--- src/i2cPkg.sv ---
// I2C protocol constants for the keypad poller
// Used by the sequencer, the bit engine and the keypad model

package i2cPkg;

	//--------------------------------------------------------------------------
	// Widths
	//--------------------------------------------------------------------------
	localparam int divBits = 16;	// Quarter period divider
	localparam int keyBits = 16;	// Two data bytes
	localparam int cmdBits = 2;

	// Divider after reset
	localparam logic [divBits-1:0] divReset = 16'd4;

	//--------------------------------------------------------------------------
	// Target device
	//--------------------------------------------------------------------------
	localparam logic [6:0] keypadDevAdrs = 7'h20;
	localparam logic [7:0] adrsRdByte    = {keypadDevAdrs, 1'b1};	// R/W bit set

	//--------------------------------------------------------------------------
	// Bit engine commands
	//--------------------------------------------------------------------------
	localparam logic [cmdBits-1:0] cmdStart = 2'd0;
	localparam logic [cmdBits-1:0] cmdStop  = 2'd1;
	localparam logic [cmdBits-1:0] cmdWrite = 2'd2;	// Also master ACK/NACK
	localparam logic [cmdBits-1:0] cmdRead  = 2'd3;	// SDA released, sampled

endpackage

--- src/i2cSequencer.sv ---
// Transaction stage. While enabled, runs START, address, two read bytes and
// STOP as a series of bit commands and hands back the assembled key word
`timescale 1ns/100ps

module i2cSequencer (
	input  logic                       sysClk,
	input  logic                       rstN,
	input  logic                       enable,
	input  logic                       bitDone,
	input  logic                       bitRead,
	output logic                       bitStart,
	output logic [i2cPkg::cmdBits-1:0] bitCmd,
	output logic                       bitWrite,
	output logic [i2cPkg::keyBits-1:0] keyWord,
	output logic                       seqDone,
	output logic                       busy
);
	import i2cPkg::*;

	typedef enum logic [3:0] {
		sIdle,
		sStart,
		sAdrs,
		sAdrsAck,	// Target ACK, result ignored
		sHigh,
		sHighAck,	// Master ACK
		sLow,
		sLowNack,	// Master NACK ends the read
		sStop
	} stateT;

	stateT              state;
	stateT              nxtState;
	logic [2:0]         bitCnt;	// Bits left in the byte
	logic [2:0]         nxtCnt;
	logic               issue;
	logic [cmdBits-1:0] nxtCmd;
	logic               nxtWrite;
	logic               finish;
	logic [keyBits-1:0] shiftReg;

	assign busy = (state != sIdle);

	//--------------------------------------------------------------------------
	// Next command, decided on each bitDone
	//--------------------------------------------------------------------------
	always_comb
	begin
		nxtState = state;
		nxtCnt   = bitCnt;
		issue    = 1'b0;
		nxtCmd   = bitCmd;
		nxtWrite = bitWrite;
		finish   = 1'b0;
		if (state == sIdle)
		begin
			if (enable)
			begin
				nxtState = sStart;
				issue    = 1'b1;
				nxtCmd   = cmdStart;
				nxtWrite = 1'b1;
			end
		end
		else if (bitDone)
		begin
			issue    = 1'b1;
			nxtCmd   = cmdRead;	// Most slots read
			nxtWrite = 1'b1;
			case (state)
				sStart:
				begin
					nxtState = sAdrs;
					nxtCnt   = 3'd7;
					nxtCmd   = cmdWrite;
					nxtWrite = adrsRdByte[7];	// MSB first
				end
				sAdrs:
				begin
					if (bitCnt == 3'd0)
						nxtState = sAdrsAck;
					else
					begin
						nxtCnt   = bitCnt - 3'd1;
						nxtCmd   = cmdWrite;
						nxtWrite = adrsRdByte[bitCnt - 3'd1];
					end
				end
				sAdrsAck, sHighAck:
				begin
					nxtState = (state == sAdrsAck) ? sHigh : sLow;
					nxtCnt   = 3'd7;
				end
				sHigh, sLow:
				begin
					if (bitCnt == 3'd0)
					begin
						nxtState = (state == sHigh) ? sHighAck : sLowNack;
						nxtCmd   = cmdWrite;
						nxtWrite = (state == sLow);	// ACK low, NACK high
					end
					else
						nxtCnt = bitCnt - 3'd1;
				end
				sLowNack:
				begin
					nxtState = sStop;
					nxtCmd   = cmdStop;
				end
				default:	// STOP done
				begin
					finish = 1'b1;
					if (enable)
					begin
						nxtState = sStart;	// Poll again at once
						nxtCmd   = cmdStart;
					end
					else
					begin
						nxtState = sIdle;
						issue    = 1'b0;
					end
				end
			endcase
		end
	end

	//--------------------------------------------------------------------------
	// State and command registers
	//--------------------------------------------------------------------------
	always_ff @(posedge sysClk or negedge rstN)
	begin
		if (!rstN)
		begin
			state    <= sIdle;
			bitCnt   <= 3'd0;
			bitStart <= 1'b0;
			bitCmd   <= cmdStart;
			bitWrite <= 1'b1;
			seqDone  <= 1'b0;
			keyWord  <= '0;
		end
		else
		begin
			state    <= nxtState;
			bitCnt   <= nxtCnt;
			bitStart <= issue;
			seqDone  <= finish;
			if (issue)
			begin
				bitCmd   <= nxtCmd;
				bitWrite <= nxtWrite;
			end
			if (finish)
				keyWord <= shiftReg;	// Held until the next STOP
		end
	end

	// Data bits in, high byte first
	always_ff @(posedge sysClk)
	begin
		if (bitDone && (state == sHigh || state == sLow))
			shiftReg <= {shiftReg[keyBits-2:0], bitRead};
	end

endmodule

--- config.mk ---
export PLATFORM = sky130hd
export DESIGN_NAME = i2cSequencer
export DESIGN_NICKNAME = d
export VERILOG_FILES = /design/src/i2cPkg.sv /design/src/i2cSequencer.sv
export SDC_FILE = /design/constraint.sdc
export NUM_CORES = 1
export LEC_CHECK = 0
export ABC_CLOCK_PERIOD_IN_PS = 2500
export BUFFER_PORTS_ARGS = -buffer_cell sky130_fd_sc_hd__buf_2
export CORE_MARGIN = 8
export CORE_UTILIZATION = 53
export CTS_CLUSTER_DIAMETER = 80
export CTS_CLUSTER_SIZE = 8
export DETAILED_ROUTE_END_ITERATION = 6
export PLACE_DENSITY = 0.83
export SYNTH_ARGS = -nofsm -noshare
export SYNTH_HDL_FRONTEND = slang
export SYNTH_SLANG_ARGS = --single-unit
--- constraint.sdc ---
create_clock -name sysClk -period 2.5 [get_ports sysClk]
set_input_delay 0.375 -clock sysClk [delete_from_list [all_inputs] [get_ports sysClk]]
set_output_delay 0.375 -clock sysClk [all_outputs]
set_load 0.005 [all_outputs]
## Word-level counts from Yosys, hierarchy flattened

Memories as Yosys holds them, arrays and structs flattened.
Index checks and enable logic that the tools add are counted.

- Add/sub/neg operators: 1
- Magnitude comparators: 1
- Equal/unequal tests: 11
- Muxes and demuxes: 32
- Bitwise operators: 1
- Reduce and logical (&&, ||, !) cells: 15

Operators with widths:

| operator | count |
|---|---|
| $mux 4 | 5 |
| $pmux 4 s5 | 1 |
| $eq 4x3->1 const B | 4 |
| $mux 1 | 16 |
| $mux 2 | 6 |
| $pmux 2 s5 | 1 |
| $eq 4x2->1 const B | 2 |
| $reduce_and 4->1 | 2 |
| $reduce_or 7->1 | 1 |
| $ne 3x3->1 const B | 2 |
| $pmux 3 s2 | 1 |
| $reduce_or 3->1 | 2 |
| $eq 4x1->1 const B | 1 |
| $logic_not 4->1 | 1 |
| $lt 3x4->1 const B | 1 |
| $ne 2x2->1 const B | 2 |
| $reduce_bool 2->1 | 2 |
| $reduce_bool 4->1 | 1 |
| $reduce_or 2->1 | 2 |
| $logic_not 3->1 | 1 |
| $mux 3 | 1 |
| $pmux 1 s3 | 1 |
| $reduce_and 3->1 | 1 |
| $sub 3x1->3 const B | 1 |
| 3 further kinds | 3 |

- Register bits after elaboration: 44
- ROM bits: 8
- Bits of input ports: 5
- Memories kept: 1

Memories:

| name | depth | width | rd ports | clocked after memory_dff | wr ports | line | RTL |
|---|---|---|---|---|---|---|---|
| (name not given) | 8 | 1 | 1 | 0 | 0 | i2cSequencer.sv:86 | `nxtWrite = adrsRdByte[bitCnt - 3'd1];` |

## Longest topological paths before layout

- Word-level depth: 7
- Depth in mapped cells: 6
- Mapped depth without buffers: 6

## Worst setup path after synthesis

OpenSTA, ideal clock, no wires.

- Kind: register to register
- Start point: register state[3]
- End point: register shiftReg[0], enable pin
- Setup time: 0.388 ns
- Data arrival time: 1.382 ns
- Data required time: 2.112 ns
- Path slack: 0.729 ns
- Stages on the path, launching flop included: 5
- Path buffers: 1
- Clock period less this slack: 1.771 ns
- Cell sequence: dfrtp_1 buf_6 inv_1 nand2_1 nor2_1

- Longest elaborated chain between the ends: 3
- Elaborated cells on any way between the ends: 4
- Classes of those cells: 2 x eq/ne; 2 x reduce/logical

RTL lines:

| element | line | RTL |
|---|---|---|
| from (decl) | i2cSequencer.sv:32 | `stateT state;` |
| from (signal assigned) | i2cSequencer.sv:135 | `state <= sIdle;` |
| from (signal assigned) | i2cSequencer.sv:145 | `state <= nxtState;` |
| $eq 4x3->1 | i2cSequencer.sv:162 | `if (bitDone && (state == sHigh \|\| state == sLow))` |
| $logic_or 1x1->1 (*) | i2cSequencer.sv:162 |  |
| $logic_and 1x1->1 (*) | i2cSequencer.sv:162 |  |
| to (signal assigned) | i2cSequencer.sv:163 | `shiftReg <= {shiftReg[keyBits-2:0], bitRead};` |
| to (decl) | i2cSequencer.sv:40 | `logic [keyBits-1:0] shiftReg;` |

Every way passes the cells marked *; elsewhere a longest branch is shown, timed or not.
A chain may end at the register's enable or synchronous reset.

## Final worst setup path

- Start point: register state[1]
- End point: output busy

- Longest elaborated chain between the ends: 1

RTL lines:

| element | line | RTL |
|---|---|---|
| $reduce_bool 4->1 | i2cSequencer.sv:42 | `assign busy = (state != sIdle);` |
| to (decl) | i2cSequencer.sv:16 | `output logic busy` |

Every way passes these cells.

==> results.json <==
{
  "status": "complete, no violations",
  "syn-cell-area_um2": 1840,
  "routed_wl_um": 3350,
  "finClkSkew_ps": 10.7,
  "clock_sinks": 44,
  "grt_pass1_wl_um": 5480,
  "ys_seq_elements": 44,
  "finalSetupViolations": 0,
  "p_leak_nw": 0.887,
  "cts_setup_buffers": 0,
  "syn_inst": 137,
  "clk_latency_ps": 360,
  "critPathMaxFanout": 11,
  "ant_nets": 0,
  "power.density_nw_per_um2": 1160,
  "syn2layout_area_growth_pct": 12.0,
  "die-width_um": 74.9,
  "vias": 1146,
  "synth_top_cell_area_share_pct": 36.8,
  "diodes": 0,
  "dr.pass1.iters": 4,
  "worst_slack_ps": 464,
  "drv_slew": 0,
  "relSlewSlack_pct": 52.9,
  "start_util_pct": 55.1,
  "pre_cts_slack_ps": 867,
  "power_frac_clock_pct": 15.4,
  "wl_per_cell_um": 15.8,
  "io_pins": 27,
  "switching_share_pct": 33.5,
  "internal-power_mw": 1.59,
  "grt_pass1_vias": 1155,
  "core_um2": 3340,
  "num_rows": 21,
  "power.total_mw": 2.39,
  "combPwrFrac_pct": 31.0,
  "die_area_um2": 5610,
  "drive_above_1_share_pct": 33.1,
  "min_period_over_period_pct": 81.4,
  "vias_per_cell": 5.41,
  "worst-endpoint-arrival_ps": 1660,
  "synth_fp_nets": 146,
  "syn_area_per_cell_um2": 13.4,
  "fin_crit_ps": 2040,
  "crit_type": "reg -> out",
  "yosysTopAreaCell": "dfrtp_1",
  "synth_flop_cell": "dfrtp_1",
  "fin_area_um2": 2060,
  "cts_tree": "yes",
  "cts.clk_slew.worst_paths_ps": 130,
  "cts_resized": 0,
  "hold_ws_ps": 16.3,
  "synth_area_leaders": "dfrtp_1 (37%), edfxtp_1 (26%), mux2_2 (9.8%), ha_1 (2.7%), inv_1 (1.8%)",
  "start_kind": "register",
  "antenna_found_initial": 0,
  "end_kind": "output port",
  "p_sw_mw": 0.799,
  "hpwl_um": 2400,
  "grt_max_degree": 29,
  "die_h_um": 74.9,
  "grt_use_total_pct": 13.0,
  "hold_viol_final": 0,
  "yosys_warnings": 0,
  "ys_seq_area_share_pct": 64.3,
  "htree_levels": 2,
  "drc": 0,
  "cts_buffers": 5,
  "synth_cell_types": 35,
  "synth-edff-count": 16,
  "root_buffer": "clkbuf_4",
  "hold_buffers": 0,
  "async_flop_share_pct": 63.6,
  "grt-ovfl-total": 0,
  "max_clock_freq_mhz": 491,
  "cts_buffer_depth": 2,
  "hold_class": "in -> async",
  "rsz0062_at_grt": "false",
  "gp_congestion": 0.862,
  "initialDrtViolationCount": 89,
  "fin_nets": 174,
  "port_buffers": 26,
  "cp.required_ps": 2120,
  "tns_ps": 0,
  "tightest_slew_ps": 705,
  "cap_viol_max_count": 0,
  "place_area_um2": 1990,
  "seq_power_share_pct": 53.6,
  "irDropWorstVdd_mv": 0.529
}
[Yosys cell counts (all sizes together), types with 2 or more instances]
cell type and number:
o21ai 5, a22oi 4, mux2i 2, nand2b 3, mux2 16, or2 2, o211ai 2, nor2 8
or3 3, dfrtp 27, inv 9, a31oi 4, edfxtp 16, a21oi 2, ha 4, buf 6
nand2 7, nor3 4
[through the flow]
step                util [%]  std cells
global route            61.7        212
detailed placement      59.7        204
finish                  61.7        212
floorplan                  -        137
CTS                     61.7        212
global placement        59.7        204
[flip-flops by register name, summed over array words and instances (netlist names)]
register	flops
bitCmd	2
bitStart	1
bitWrite	1
state	4
shiftReg	16
keyWord	16
bitCnt	3
seqDone	1
[metal layers]
metal | vias up | part of all wire (%) | wire (um) | GRT usage [%]
li1 | 545 | - | - | -
met1 | 562 | 43 | 1440 | 15.1
met2 | 32 | 49 | 1650 | 20.8
met3 | 7 | 6.8 | 227 | 5.59
met4 | 0 | 1.3 | 42 | 4.35
met5 | - | 0 | 0 | 0
[final timing paths]
kind                                    from      endpoint  slack, ps  depth (start not counted)
worst min-delay path                    rstN    keyWord[2]         20                          1
min in group sysClk                  bitRead   shiftReg[0]        180                          1
worst max-delay path                state[1]          busy        460                          3
max in group asynchronous               rstN      state[2]       2070                          1
worst min register to register  shiftReg[12]  shiftReg[13]        460                          0
worst max register to register      state[1]     bitCmd[0]        830                          4
[final cells by class]
| class | instances | area [um^2] |
|---|---|---|
| inverter | 9 | 33.8 |
| sequential | 44 | 1180 |
| multi-input combinational | 78 | 581 |
| fill | 279 | 1280 |
| timing repair buffer | 27 | 138 |
| clock buffer | 6 | 51.3 |
| tap | 46 | 57.6 |
| clock inverter | 2 | 15.0 |
[cells by family (layout without fill, tap and decap cells)]
group | count (synthesis) | after routing | synth area share [%]
and+or+nand+nor | 32 | 32 | 8.99
DFF | 44 | 44 | 64.3
AOI/OAI and AO/OA | 23 | 23 | 8.51
muxes | 18 | 18 | 10.9
adders and majority gates | 4 | 4 | 2.72
xor gates and xnor gates | 1 | 1 | 0.477
buffers and inverters | 15 | 44 | 4.08
[critical path, stage by stage, from the launching register on]
cell and delay (ps):
dfrtp_1 530, nor4_1 570, inv_1 70, buf_2 140
[cells in the final DEF (no fill, tap or decap), types with 2 or more instances in the layout]
cell and n:
mux2i_1 2, mux2_2 16, nor2_1 8, or3_1 2
o211ai_1 2, ha_1 4, dfrtp_1 27, clkbuf_4 5
a22oi_1 4, a21oi_1 2, inv_1 9, edfxtp_1 16
nand2_1 7, a31oi_1 4, clkinvlp_4 2, nor3_1 4
o21ai_0 5, buf_2 26, nand2b_1 3
[power by group through the flow]
stage          Combinational [mW]  Sequential, mW  Clock (mW)
2_1_floorplan               0.513            1.23           0
3_3_place_gp                0.702            1.26           0
3_5_place_dp                0.750            1.29           0
4_1_cts                     0.753            1.28       0.373
5_1_grt                     0.828            1.32       0.403
6_report                    0.739            1.28       0.367
No activity file was read; power rests on OpenSTA's default activity.
