[src/busMapPkg.sv]
// Register bus map for the keypad block
// Widths, base address and register offsets shared by the CSR and the testbench

package busMapPkg;

	//--------------------------------------------------------------------------
	// Bus widths
	//--------------------------------------------------------------------------
	localparam int busAdrsBits = 32;
	localparam int busDataBits = 32;

	//--------------------------------------------------------------------------
	// Block placement
	//--------------------------------------------------------------------------
	localparam int regOffBits = 8;	// Low address bits inside the block
	localparam logic [busAdrsBits-1:0] blockBase     = 32'h0000_0400;
	localparam logic [busAdrsBits-1:0] blockAdrsMask = 32'hFFFF_FF00;	// Upper 24 bits

	//--------------------------------------------------------------------------
	// Register offsets
	//--------------------------------------------------------------------------
	localparam logic [regOffBits-1:0] regCtrl   = 8'h00;	// Bit 0 enable
	localparam logic [regOffBits-1:0] regDiv    = 8'h04;	// SCL quarter divider
	localparam logic [regOffBits-1:0] regKeypad = 8'h08;	// Read only
	localparam logic [regOffBits-1:0] regStatus = 8'h0C;	// Read only

	// Status register layout
	localparam int statusCountBits = 8;	// Completed transactions, wraps
	localparam int statusBusyBit   = 8;	// Sequencer busy

endpackage

[src/i2cPkg.sv]
// I2C protocol constants for the keypad poller
// Used by the sequencer, the bit engine and the keypad model

package i2cPkg;

	//--------------------------------------------------------------------------
	// Widths
	//--------------------------------------------------------------------------
	localparam int divBits = 16;	// Quarter period divider
	localparam int keyBits = 16;	// Two data bytes
	localparam int cmdBits = 2;

	// Divider after reset
	localparam logic [divBits-1:0] divReset = 16'd4;

	//--------------------------------------------------------------------------
	// Target device
	//--------------------------------------------------------------------------
	localparam logic [6:0] keypadDevAdrs = 7'h20;
	localparam logic [7:0] adrsRdByte    = {keypadDevAdrs, 1'b1};	// R/W bit set

	//--------------------------------------------------------------------------
	// Bit engine commands
	//--------------------------------------------------------------------------
	localparam logic [cmdBits-1:0] cmdStart = 2'd0;
	localparam logic [cmdBits-1:0] cmdStop  = 2'd1;
	localparam logic [cmdBits-1:0] cmdWrite = 2'd2;	// Also master ACK/NACK
	localparam logic [cmdBits-1:0] cmdRead  = 2'd3;	// SDA released, sampled

endpackage

[src/i2cCsr.sv]
// Register stage of the keypad block. Decodes bus strobes, holds control
// and divider, and latches the key word and count on each finished poll
`timescale 1ns/100ps

module i2cCsr (
	input  logic                              sysClk,
	input  logic                              rstN,
	input  logic                              writeEnable,
	input  logic [busMapPkg::busAdrsBits-1:0] writeAdrs,
	input  logic [busMapPkg::busDataBits-1:0] writeData,
	input  logic                              readEnable,
	input  logic [busMapPkg::busAdrsBits-1:0] readAdrs,
	output logic [busMapPkg::busDataBits-1:0] readData,
	output logic                              readValid,
	input  logic [i2cPkg::keyBits-1:0]        keyWord,
	input  logic                              seqDone,
	input  logic                              busy,
	output logic                              enable,
	output logic [i2cPkg::divBits-1:0]        divider
);
	import busMapPkg::*;
	import i2cPkg::*;

	logic                       writeHit;
	logic                       readHit;
	logic [keyBits-1:0]         keypadReg;	// Last completed key word
	logic [statusCountBits-1:0] doneCount;
	logic [busDataBits-1:0]     statusWord;

	//--------------------------------------------------------------------------
	// Address decode
	//--------------------------------------------------------------------------
	assign writeHit = writeEnable && ((writeAdrs & blockAdrsMask) == blockBase);
	assign readHit  = readEnable && ((readAdrs & blockAdrsMask) == blockBase);

	// Count in the low byte, busy above it
	always_comb
	begin
		statusWord                            = '0;
		statusWord[statusCountBits-1:0]       = doneCount;
		statusWord[statusBusyBit]             = busy;
	end

	//--------------------------------------------------------------------------
	// Control, divider and capture registers
	//--------------------------------------------------------------------------
	always_ff @(posedge sysClk or negedge rstN)
	begin
		if (!rstN)
		begin
			enable    <= 1'b0;
			divider   <= divReset;
			keypadReg <= '0;
			doneCount <= '0;
		end
		else
		begin
			if (writeHit)
			begin
				case (writeAdrs[regOffBits-1:0])
					regCtrl: enable  <= writeData[0];
					regDiv:  divider <= writeData[divBits-1:0];
					default: ;	// Read-only or unmapped
				endcase
			end
			if (seqDone)
			begin
				keypadReg <= keyWord;
				doneCount <= doneCount + 1'b1;	// Wraps at 255
			end
		end
	end

	//--------------------------------------------------------------------------
	// Readback, one cycle after the strobe
	//--------------------------------------------------------------------------
	always_ff @(posedge sysClk or negedge rstN)
	begin
		if (!rstN)
			readValid <= 1'b0;
		else
			readValid <= readHit;	// Misses stay silent
	end

	always_ff @(posedge sysClk)
	begin
		if (readHit)
		begin
			case (readAdrs[regOffBits-1:0])
				regCtrl:   readData <= busDataBits'(enable);
				regDiv:    readData <= busDataBits'(divider);
				regKeypad: readData <= busDataBits'(keypadReg);
				regStatus: readData <= statusWord;
				default:   readData <= '0;	// Hole in the map
			endcase
		end
	end

endmodule

[config.mk]
export PLATFORM = sky130hd
export DESIGN_NAME = i2cCsr
export DESIGN_NICKNAME = d
export VERILOG_FILES = /design/src/busMapPkg.sv /design/src/i2cPkg.sv /design/src/i2cCsr.sv
export SDC_FILE = /design/constraint.sdc
export NUM_CORES = 1
export LEC_CHECK = 0
export ABC_AREA = 1
export BUFFER_PORTS_ARGS = -buffer_cell sky130_fd_sc_hd__buf_4
export CAP_MARGIN = 20
export CORE_MARGIN = 2
export CORE_UTILIZATION = 30
export DETAILED_ROUTE_END_ITERATION = 8
export MAX_ROUTING_LAYER = met4
export SYNTH_ARGS = -nofsm -noshare
export SYNTH_HDL_FRONTEND = slang
export SYNTH_SLANG_ARGS = --single-unit
[constraint.sdc]
create_clock -name sysClk -period 3.1 [get_ports sysClk]
set_clock_uncertainty 0.15 [all_clocks]
set_input_delay 0.155 -clock sysClk [delete_from_list [all_inputs] [get_ports sysClk]]
set_output_delay 0.155 -clock sysClk [all_outputs]
set_load 0.05 [all_outputs]
### Word level (Yosys, flattened, before mapping)

Index checks and enable logic that the tools add are counted.
W data, S select, Z words.

| storage, ports and cells | value |
|---|---|
| register bits | 74 |
| bits of input ports | 118 |
| output and inout bits | 50 |
| word-level logic and storage cells | 20 |

| operators by class | value |
|---|---|
| add/sub/neg operators | 1 |
| eq/ne operators | 6 |
| mux-type cells | 1 |
| reduce and logical (&&, ||, !) cells | 6 |

Operator list:

| operator | number |
|---|---|
| $pmux W16 S4 | 1 |
| $eq A24 B3 Y1 const B | 2 |
| $eq A8 B3 Y1 const B | 2 |
| $eq A8 B4 Y1 const B | 2 |
| $logic_not A8 Y1 | 2 |
| $add A8 B1 Y8 const B | 1 |
| $reduce_and A2 Y1 | 2 |
| $logic_and A1 B1 Y1 | 2 |

### Depth between registers and ports, before layout

Gate-level depths: netlist of run 1.

| logic depth | value |
|---|---|
| depth after elaboration | 3 |
| gate-level depth with buffers | 9 |
| gate-level depth less buffers | 9 |

### Worst setup path before layout of run 1

No wires, ideal clock.

| timing path | value |
|---|---|
| path kind | input to register |
| from | input readAdrs[23] (netlist name) |
| to | register readData[0] (netlist name), enable pin |
| library setup time | 390 ps |
| data arrival time | 1251 ps |
| data required time | 2560 ps |
| slack | 1310 ps |
| stages | 3 |
| buffers on the path | 0 |
| path through | nor4_1 nand4_1 nor2_1 |

| between the ends | value |
|---|---|
| longest elaborated chain between the ends | 2 |

Ends and longest elaborated chain:

| item | RTL line | RTL |
|---|---|---|
| start: declaration | i2cCsr.sv:12 | `input logic [busMapPkg::busAdrsBits-1:0] readAdrs,` |
| $eq A24 B3 Y1 | i2cCsr.sv:34 | `assign readHit = readEnable && ((readAdrs & blockAdrsMask) == blockBase);` |
| $logic_and A1 B1 Y1 | i2cCsr.sv:34 |  |
| net readHit | i2cCsr.sv:25 | `logic readHit;` |
| end signal: assignment | i2cCsr.sv:90 | `regCtrl: readData <= busDataBits'(enable);` |
| end signal: assignment | i2cCsr.sv:91 | `regDiv: readData <= busDataBits'(divider);` |
| end signal: assignment | i2cCsr.sv:92 | `regKeypad: readData <= busDataBits'(keypadReg);` |
| end: declaration | i2cCsr.sv:13 | `output logic [busMapPkg::busDataBits-1:0] readData,` |

The timed path passes the listed nets, and every way through them passes these cells.
A chain may end at the register's enable or synchronous reset.

### Worst setup path in the final report of run 1

| timing path | value |
|---|---|
| from | register divider[2] (netlist name) |
| to | output divider[2] (netlist name) |

RTL lines:

| item | RTL line | RTL |
|---|---|---|
| start: declaration | i2cCsr.sv:19 | `output logic [i2cPkg::divBits-1:0] divider` |
| start signal: assignment | i2cCsr.sv:52 | `divider <= divReset;` |
| start signal: assignment | i2cCsr.sv:62 | `regDiv: divider <= writeData[divBits-1:0];` |

No word-level cell between the ends.

==> results.md, run 1 <==
- Layout cells sized above 1: about a third
- Drt pass-1 iters: 4
- Crit start category: register
- Post-Synthesis Cells: about 350
- Normalized max-slew margin: between 60% and 70%
- Hold crit path type: primary input to register
- Site Rows: 36
- Vias/cell: ~4.4
- Slew @ Worst Pin: 0.566 ns
- Post-route ant nets: 0
- Crit end category: primary output
- DIE HEIGHT: roughly 100 um
- R2r setup slk: 1.78 ns
- Clock period minus worst slack: roughly 1.4 ns
- Combinational power share: approximately 15%
- Total Routing Usage GR: roughly 16%
- Final hold vios: 0
- Net Switching: roughly 550 uW
- CTS buffer count: 9
- Slowest-stage cell, CP: dfstp_2
- Die W: 104 um
- Vias in the first global route: between 2000 and 3000
- Clk_lat worst skew: approximately 0.35 ns
- Multi-input logic area: 1220 um^2
- Util after Layout: a little under half
- Leak: about 0.0023 uW
- Critical path class: register to primary output
- Register share of total power: between 40% and 50%
- Path length in cells of the critical path: 1
- Core Box Area: between 9000 and 10000 um^2
- H-tree level count: 3
- Starting Density: between 30% and 40%
- Reg-to-Reg End: doneCount[2]$_DFFE_PN0P_
- Number of distinct library cells after synthesis: 35
- Status: complete, no violations
- Final setup fails: 0
- Maximum fanout along the worst path: 3
- Worst path cell trace: buf_4
- Max clock buf depth: 2
- Diode count: 0
- Syn Area/Cell: between 8 and 9 um^2
- Yosys reg bits: between 50 and 60
- Setup crit end: divider[2]
- Wire per inst: around 13 um
- Max Cap Viol: 0
- GR met2 Demand/Resource: between 20 and 30%
- Post-CTS Resized: 0
- Initial antenna violation count: 0
- Pwr Density: roughly 450 nW/um^2
- Met3 GRT Util: 3.95%
- Area contributors post-synth: dfrtp_1 34%, edfxtp_1 16%, nand2_1 9.1%
- Highest-count cells in the layout ignoring fill and taps: 137 x buf_4, 73 x nand2_1, 47 x nand3_1
- Global-route wire length before repair: between 10000 and 15000 um
- Max Fclk: 0.709 GHz
- Post-synthesis sequential area ratio: between 50% and 60%
- Sinks on Clock Net: 58
- Max VDD drop: roughly 0.23 mV
- Pint: approximately 1500 uW
- DRT iter0 DRCs: 155
- Routability cong.: 0.794
- Vias post-DR: 2856
- Routed WL: approximately 8400 um
- Number of warnings issued by yosys: 0
- WP buf/inv: 1
- Post-CTS Setup Repair Bufs: 0
- Nets@finish: 635
- Sw Ratio: about a quarter
- Root buf cell: clkbuf_8
- Worst Path Arrival: between 1 and 1.5 ns
- Die area: approximately 11000 um^2
- Reg2Reg Depth: 5
- Mapped cell area: just over 3000 um^2
- Filler Cells Inserted: between 900 and 1000
- Post-synth top area share: about a third
- Hold buffers post-CTS: 34
- Clock Pin Slew Worst Setup and Hold Paths: 0.08 ns
- Top delay family on crit path: flip-flops
- GRT Max-Usage Layer: met2
- Slew Limit Fails: 0
- Grt met1 use: between 15 and 20%
- Overflow after GRT: 0
- Fin crit share: a little under half
- Storage cell area: around 1500 um^2
- Most common cell after layout, fill and taps aside: buf_4
- Power share of the clock group: 41.9%
- # IOs: approximately 170
- Critical Path RT: about 2.8 ns
- DPL Wire Length: approximately 6000 um
- RSZ-0062 raised after global routing: false
- Post-route DRC: 0
- CP startpoint: divider[2]$_DFFE_PN1P_
- Layout area overhead: 54.3%
- Largest net degree at the start of global routing: 43
- IO buf count: 135
- Critical path's largest stage delay: ~0.56 ns
- R2r startpoint: doneCount[0]$_DFFE_PN0P_
- CTS tree: built
- Setup TNS: 0 ns
- Leading area contributor after synthesis: dfrtp_1
[Yosys cell counts]
library cell and instances:
clkbuf_1 2, buf_1 1, or2_1 2, nor2_2 1, conb_1 1, or2_2 1
a21oi_1 1, and2_1 2, nor3_2 1, dfstp_2 1, nand2_1 73, inv_1 31
o21ai_0 15, nor3_4 2, xor2_1 2, nand2_2 1, nand3_2 2, buf_2 3
xnor2_1 4, buf_4 18, nand4_1 6, nor2_1 41, nor4_1 3, dfrtp_1 41
ha_1 1, edfxtp_1 16, nor2_4 3, nand3_1 47, nand3_4 1, nand3b_1 3
o21ai_1 7, nor3_1 2, buf_6 4, o211ai_2 2, o211ai_1 6
[layout make-up]
type / count / area share (%)
Sequential cell: 58 / 32.9
Clock inverter: 7 / 2.69
Timing Repair Buffer: 171 / 29.4
Multi-Input combinational cell: 245 / 26.3
Inverter: 31 / 2.50
Tap cell: 133 / 3.57
Clock buffer: 9 / 2.66
[flip-flops by register name, indices dropped and copies added (netlist names)]
| register | cells |
|---|---|
| enable | 1 |
| readData | 16 |
| keypadReg | 16 |
| readValid | 1 |
| divider | 16 |
| doneCount | 8 |
[worst min path at each step]
| stage | slack, ns | startpoint | endpoint | depth (start not counted) |
|---|---|---|---|---|
| 2_1_floorplan | -0.29 | rstN | divider[0]$_DFFE_PN0P_ | 0 |
| 6_report | 0.06 | seqDone | keypadReg[10]$_DFFE_PN0P_ | 3 |
| 3_3_place_gp | 0.03 | rstN | keypadReg[9]$_DFFE_PN0P_ | 1 |
| 4_1_cts | 0.06 | seqDone | doneCount[1]$_DFFE_PN0P_ | 3 |
| 5_1_grt | 0.08 | seqDone | keypadReg[10]$_DFFE_PN0P_ | 3 |
| 3_5_place_dp | 0.05 | rstN | keypadReg[9]$_DFFE_PN0P_ | 1 |
[power by group through the flow]
stage	logic [uW]	registers, uW	clock network, uW
after floorplan	175	899	0
after global placement	281	909	0
after detailed placement	290	912	0
after CTS	326	896	889
after global routing	362	905	929
final	322	896	880
[metal layers]
metal,wire (um),vias to the layer above
met5,0,-
met4,142,0
met3,541,12
met2,4160,109
met1,3510,1291
li1,-,1444
[metrics by stage]
step | setup WS, ns | hold slack [ns] | area (um^2) | power (uW) | cells
5_1_grt | 1.52 | 0.0828 | 4660 | 2200 | 654
4_1_cts | 1.67 | 0.0615 | 4660 | 2110 | 654
3_5_place_dp | 1.32 | 0.0469 | 4070 | 1200 | 604
2_1_floorplan | 1.31 | -0.291 | 3080 | 1070 | 362
6_report | 1.69 | 0.0551 | 4660 | 2100 | 654
3_3_place_gp | 1.39 | 0.0345 | 4070 | 1190 | 604
[cells by family (layout without fill, tap and decap cells)]
| logic type | count (synthesis) | in the layout | share of synthesized area, % |
|---|---|---|---|
| compound gates | 31 | 31 | 6.13 |
| simple gates | 191 | 191 | 30.1 |
| fa+ha+maj | 1 | 1 | 0.414 |
| other cells | 1 | 16 | 0.124 |
| flops | 58 | 58 | 50.8 |
| xor+xnor | 6 | 6 | 1.74 |
| buf+inv | 59 | 218 | 10.7 |
Note: power is estimated with default switching activity, not from simulation.
==> inputs of run 2 (changes only) <==
- ABC_AREA: 1 -> 0
- clock period: 3.1 -> 1.2 ns (I/O delays scaled with it)
==> run 2 against run 1 <==
  * The flow now finishes with violations (hold timing, setup timing)
  * Critical path depth is 1 higher
  * Setup slack worse by 1.9 ns
  * Via count is 16% lower
  * Sequential power rose to 2.6 times the previous value
  * Synthesized area shrank 9.6%
  * Global-route usage grew 0.34 points
  * Non-clock buffer count grew 35
  * Critical endpoint is now readData[0]$_DFFE_PP_
==> results.md, run 2 <==
- Status: complete, but fails checks
- Violated checks: hold timing, setup timing
- Final hold vios: 1 (+1)
- Syn Area/Cell: 13.4 um^2 (+54%)
- Leak: 0.00227 uW (+0.34%)
- RSZ-0062 raised after global routing: true
- Number of distinct library cells after synthesis: 29 (-17%)
- Hold crit path type: primary input to register
- Most common cell after layout, fill and taps aside: buf_4
- Tot Pwr: 6050 uW (+190%)
- Clk_lat worst skew: 0.33 ns (-0.02 ns)
- Crit start category: register
- Number of warnings issued by yosys: 0 (unchanged)
- Drt pass-1 iters: 5 (+1)
- Worst Path Arrival: 1.37 ns (+0.27 ns)
- Site Rows: 34 (-5.6%)
- WP buf/inv: 0 (-1)
- IO buf count: 135 (unchanged)
- # IOs: 168 (unchanged)
- Critical path class: register to register
- Highest Signal Layer: met4
- Sinks on Clock Net: 58 (unchanged)
- Wire per inst: 15.1 um (+18%)
- Max clock buf depth: 2 (unchanged)
- DIE HEIGHT: 99.4 um (-4.7%)
- Nets@finish: 531 (-16%)
- Post-synthesis sequential area ratio: 56.2% (+5.4 points)
- Largest net degree at the start of global routing: 43 (unchanged)
- DRT iter0 DRCs: 54 (-65%)
- Metal-1 WL: 3340 um (-5.1%)
- Worst setup margin: -0.231 ns (-1.92 ns)
- Net Switching: 1490 uW (+170%)
- H-tree level count: 3 (unchanged)
- Worst path cell trace: mux4_2, and3_1
- Post-synth EDFFs: 16 (unchanged)
- Root buf cell: clkbuf_8
- Clock period minus worst slack: 1.43 ns
- Highest-count cells in the layout ignoring fill and taps: 143 x buf_4, 36 x dfrtp_1, 34 x dlygate4sd3_1
- Power share of the clock group: 35.5% (-6.4 points)
- Core Box Area: 8760 um^2 (-10%)
- Leading area contributor after synthesis: dfrtp_1
- R2r setup slk: -0.23 ns (-2.01 ns)
- Mapped cell area: 2730 um^2 (-9.6%)
- Crit end category: register
- Max VDD drop: 0.609 mV (+160%)
- Critical path's largest stage delay: 0.48 ns (-0.08 ns)
- Sw Ratio: 24.6% (-1.5 points)
- CTS tree: built
- Register share of total power: 38.1% (-4.6 points)
- Synth async-reset ratio: 72.4% (unchanged)
- Diode count: 0 (unchanged)
- Hold buffers post-CTS: 35 (+2.9%)
- Combinational power share: 26.5% (+11 points)
- Top delay family on crit path: multiplexers
- WL met3: 556 um (+2.8%)
- Max Cap Viol: 0 (unchanged)
- Top flop regs: divider: 16 flops, keypadReg: 16 flops, readData: 16 flops
- Placed Area: 4050 um^2 (-0.52%)
- Slowest-stage cell, CP: mux4_2
- Maximum fanout along the worst path: 2 (-1)
- Slew Limit Fails: 0 (unchanged)
- Pwr Density: 1190 nW/um^2 (+170%)
- Design Area, Final: 5070 um^2 (+8.8%)
- Vias in the first global route: 2487 (-14%)
- Starting Density: 31.1% (+0.25 points)
- Critical Path RT: 1.14 ns (-1.65 ns)
- Post-synth top area share: 37.6% (+3.6 points)
- Fin crit share: 119%
- Routability cong.: 0.748 (-5.9%)
- Total Routing Usage GR: 16.7% (+0.34 points)
- CTS buffer count: 9 (unchanged)
- Pint: 4560 uW (+190%)
- Post-route DRC: 0 (unchanged)
- Overflow after GRT: 0 (unchanged)
- Vias/cell: 4.56 (+4.3%)
- Final setup fails: 30 (+30)
- Routed WL: 7940 um (-5.0%)
- Yosys reg bits: 58 (unchanged)
- Clock Pin Slew Worst Setup and Hold Paths: 0.06 ns (-0.02 ns)
- Post-route ant nets: 0 (unchanged)
- Hold WS: -0.0596 ns (-0.115 ns)
- DPL Wire Length: 5450 um (-9.5%)
- Placed cells: 455 (-25%)
- Filler Cells Inserted: 756 (-21%)
- Normalized max-slew margin: 58.4% (-3.8 points)
- Non-Filler Instances: 525 (-20%)
- Area contributors post-synth: dfrtp_1 38%, edfxtp_1 18%, mux2_2 13%
- Max Fclk: ~0.7 GHz
- Slew @ Worst Pin: 0.623 ns (+0.0570 ns)
- Post-synth top cells: 41 x dfrtp_1, 32 x mux2_2, 21 x nor2_1
- DR WL met2: 3980 um (-4.2%)
- Die area: 9880 um^2 (-9.3%)
- Initial antenna violation count: 0 (unchanged)
- Post-Synthesis Cells: 204 (-41%)
- Top-count cell post-synth: dfrtp_1
- Global-route wire length before repair: 12400 um (-11%)
- Synth Flop Type: dfrtp_1
- Layout cells sized above 1: 63.1% (+31 points)
- Vias post-DR: 2392 (-16%)
- Die W: 99.4 um (-4.7%)
- Layout area overhead: 85.6%
[run 2: layer usage]
metal  up-vias  GRT usage [%]
li1       1138              -
met1      1141           20.4
met2       104           27.2
met3         9           4.50
met4         0           4.95
met5         -              -
[run 2: path summary, 6_finish.rpt]
| kind | depth (start not counted) | to | start |
|---|---|---|---|
| max | 2 | readData[0]$_DFFE_PP_ | doneCount[0]$_DFFE_PN0P_ |
| min | 3 | enable$_DFFE_PN0P_ | writeAdrs[2] |
| max reg2reg | 2 | readData[0]$_DFFE_PP_ | doneCount[0]$_DFFE_PN0P_ |
| min reg2reg | 1 | keypadReg[12]$_DFFE_PN0P_ | keypadReg[12]$_DFFE_PN0P_ |
| max in group asynchronous | 2 | divider[15]$_DFFE_PN0P_ | rstN |
| min in group asynchronous | 2 | doneCount[1]$_DFFE_PN0P_ | rstN |
[run 2: power by group through the flow]
stage / clock, uW / sequential, uW / combinational (uW)
final: 2150 / 2300 / 1600
after global placement: 0 / 2330 / 1030
after CTS: 2200 / 2290 / 1420
after floorplan: 0 / 2340 / 542
after global routing: 2260 / 2330 / 1740
after detailed placement: 0 / 2340 / 1050
[run 2: what timing repair did]
item | in CTS | in global routing
buffers inserted | 11 | 10
cloned | 1 | 0
hold endpoints to repair | 80 | 1
setup endpoints to repair | 34 | 45
resized for setup | 34 | 30
pin swaps | 9 | 14
[run 2: final cells by class]
type / instances / area (um^2) / area share (%)
Sequential cell: 58 / 1540 / 30.4
Inverter: 1 / 3.75 / 0.0741
Timing Repair Buffer: 206 / 1810 / 35.8
Clock buffer: 11 / 131 / 2.59
Multi-Input combinational cell: 136 / 1340 / 26.5
Tap cell: 108 / 135 / 2.67
Clock inverter: 5 / 103 / 2.03
[run 2: kinds of logic (layout without fill, tap and decap cells)]
| family | Yosys count | after routing | share of synthesized area (%) |
|---|---|---|---|
| multiplexers | 43 | 43 | 19.5 |
| adder cells (fa/ha/maj) | 1 | 1 | 0.458 |
| other | 1 | 16 | 0.137 |
| AND/OR/NAND/NOR | 54 | 54 | 11.4 |
| AO/OA/AOI/OAI | 15 | 15 | 4.13 |
| XOR/XNOR | 7 | 7 | 2.25 |
| flip-flops | 58 | 58 | 56.2 |
| buffers and inverters | 25 | 223 | 5.96 |
[run 2: tightest hold or removal path: cells and delay by family]
| family | cells | cell delay [ns] |
|---|---|---|
| buf+inv | 1 | 0.10 |
| mux | 1 | 0.19 |
| simple gates | 1 | 0.04 |
[run 2: metrics by stage]
stage / setup TNS, ns / util, % / setup WS [ns]
after floorplan: -9.96 / - / -0.544
after global placement: -15.20 / 46.2 / -0.609
after detailed placement: -16.13 / 46.2 / -0.651
after CTS: -6.26 / 55.7 / -0.278
after global routing: -5.59 / 57.8 / -0.268
final: -4.01 / 57.8 / -0.231
==> inputs of run 3 (changes only) <==
- SETUP_SLACK_MARGIN: default -> 0.1
==> run 3 against run 2 <==
  * The flow still finishes with violations (hold timing, setup timing)
  * Sequential share of layout area down 1.3 points
  * Register-to-register slack better by 0.02 ns
  * Maximum frequency up 1.3%
  * Critical endpoint is now divider[0]$_DFFE_PN0P_
  * Highest routed layer unchanged
==> results.md, run 3 (synthesized netlist as in run 2, its figures left out) <==
- Status: complete, but fails checks
- Violated checks: hold timing, setup timing
- Routed WL: 8040 um (+1.3%)
- Vias post-DR: 2419 (+1.1%)
- Clk_lat worst skew: 0.33 ns (about the same)
- Global-route wire length before repair: 12700 um (+2.6%)
- Fin crit share: 118% (-1.5 points)
- Hold WS: -0.0660 ns (-0.00648 ns)
- DPL Wire Length: 5470 um (+0.40%)
- Max Cap Viol: 0 (unchanged)
- Final hold vios: 1 (unchanged)
- Wire per inst: 15.1 um (+0.12%)
- Max clock buf depth: 2 (unchanged)
- Worst Path Arrival: 1.48 ns (+0.11 ns)
- Hold buffers post-CTS: 34 (-2.9%)
- R2r startpoint: enable$_DFFE_PN0P_
- Max Fclk: 0.708 GHz (+1.3%)
- DIE HEIGHT: 99.4 um (unchanged)
- Vias/cell: 4.56 (about the same)
- RSZ-0062 raised after global routing: true
- Drt pass-1 iters: 4 (-1)
- Top delay family on crit path: buffers and inverters
- Routability cong.: 0.750 (+0.25%)
- Path length in cells of the critical path: 8 (+6)
- Slew @ Worst Pin: 0.615 ns (-0.00804 ns)
- Root buf cell: clkbuf_8
- H-tree level count: 3 (unchanged)
- Site Rows: 34 (unchanged)
- Critical path class: primary input to register
- Storage cell area: 1540 um^2 (unchanged)
- Core Box Area: 8760 um^2 (unchanged)
- Total Routing Usage GR: 17.1% (+0.34 points)
- WP buf/inv: 4 (+4)
- Worst path cell trace: buf_6, nor4b_4, nand4_1, buf_4, nor4_4, buf_4, clkbuf_16, mux2_4
- Sinks on Clock Net: 58 (unchanged)
- DRT iter0 DRCs: 37 (-31%)
- Clock period minus worst slack: 1.41 ns (-0.0181 ns)
- Most common cell after layout, fill and taps aside: buf_4
- Starting Density: 31.1% (unchanged)
- Maximum fanout along the worst path: 8 (+6)
- Vias in the first global route: 2674 (+7.5%)
- Nets@finish: 537 (+1.1%)
- DP Worst Slack: -0.676 ns (-0.0248 ns)
- Filler Cells Inserted: 711 (-6.0%)
- Slew Limit Fails: 0 (unchanged)
- Layout area overhead: 93.6%
- Post-route ant nets: 0 (unchanged)
- Final setup fails: 33 (+10%)
- Largest net degree at the start of global routing: 23 (-47%)
- Critical Path RT: 1.26 ns (+0.12 ns)
- Setup TNS: -4.04 ns (-0.0307 ns)
- Most repeated library cell on the critical path: buf_4
- HP Start: writeAdrs[2]
- Overflow after GRT: 0 (unchanged)
- Max VDD drop: 0.735 mV (+21%)
- Pwr Density: 1160 nW/um^2 (-2.9%)
- CTS tree: built
- Top flop regs: divider: 16 flops, keypadReg: 16 flops, readData: 16 flops
- IO buf count: 135 (unchanged)
- Hold path cells: 3 (unchanged)
- Multi-input logic area: 1380 um^2 (+2.7%)
- Normalized max-slew margin: 58.9% (+0.54 points)
- CTS buffer count: 9 (unchanged)
- R2r setup slk: -0.21 ns (+0.02 ns)
- Die W: 99.4 um (unchanged)
- Util after Layout: 60.3% (+2.5 points)
- Hold crit path type: primary input to register
- Worst setup margin: -0.213 ns (+0.0181 ns)
- Initial antenna violation count: 0 (unchanged)
- Die area: 9880 um^2 (unchanged)
- Leak: 0.00236 uW (+3.9%)
- Crit end category: register
- Critical path's largest stage delay: 0.30 ns (-0.18 ns)
- Diode count: 0 (unchanged)
- # IOs: 168 (unchanged)
- Post-route DRC: 0 (unchanged)
- Crit start category: primary input
- Slowest-stage cell, CP: mux2_4
- Reg-to-Reg End: readData[0]$_DFFE_PP_
- Layout cells sized above 1: 64.3% (+1.2 points)
- Clock Pin Slew Worst Setup and Hold Paths: 0.06 ns (about the same)
- Reg2Reg Depth: 2 (unchanged)
- Hold worst-path end: enable$_DFFE_PN0P_
- Highest-count cells in the layout ignoring fill and taps: 119 x buf_4, 46 x buf_6, 36 x dfrtp_1
## run 3: changes by cell type in the layout (fill, tap and decap cells not counted), moves of 2 or more
| cell | change |
|---|---|
| mux2_4 | +3 |
| buf_8 | +3 |
| buf_6 | +27 |
| clkbuf_1 | -2 |
| buf_4 | -24 |
| nor4_2 | -2 |
| nor4_4 | +2 |
| mux2_2 | -3 |
## run 3: area by class of cell
cell class,count,area share (%)
Clock buffer,10,2.60
Inverter,1,0.0710
Timing Repair Buffer,212,37.6
Clock inverter,6,1.97
Tap cell,108,2.56
Sequential cell,58,29.1
Multi-Input combinational cell,136,26.1
## run 3: per-stage QoR
step | power, uW | instances | area, um^2
2_1_floorplan | 2890 | 219 | 2870
3_3_place_gp | 3430 | 460 | 4090
3_5_place_dp | 3460 | 460 | 4090
4_1_cts | 6090 | 521 | 5110
5_1_grt | 6430 | 531 | 5280
6_report | 6130 | 531 | 5280
## run 3: worst max-delay path by stage
stage                        from                       to
2_1_floorplan        writeAdrs[9]  divider[10]$_DFFE_PN0P_
3_3_place_gp        writeAdrs[12]  divider[15]$_DFFE_PN0P_
3_5_place_dp        writeAdrs[12]  divider[15]$_DFFE_PN0P_
4_1_cts        enable$_DFFE_PN0P_    readData[0]$_DFFE_PP_
5_1_grt             writeAdrs[18]   divider[0]$_DFFE_PN0P_
6_report             writeAdrs[9]   divider[0]$_DFFE_PN0P_
## run 3: layer usage
layer,GRT usage (%),up-vias,share of wire (%)
met1,19.4,1176,40
li1,-,1148,-
met3,4.50,5,5.4
met5,-,-,0
met2,29.5,90,53
met4,5.16,0,0.77
## run 3: repair_timing
action / in CTS / in global routing
pin swaps: 15 / 10
hold endpoints to repair: 76 / 2
setup buffers: 11 / 11
endpoints found under the setup margin: 65 / 76
gates resized for setup: 85 / 15
gates cloned: 0 / 1
## run 3: worst reg2reg max path, cell delays in order (launching register included)
cell and delay [ns]:
dfrtp_2 0.42, mux4_2 0.45, and3_1 0.15
## run 3: power breakdown
part / switching, uW / internal, uW
registers: 114 / 2190
clock network: 757 / 1420
logic: 628 / 1020
total: 1500 / 4630
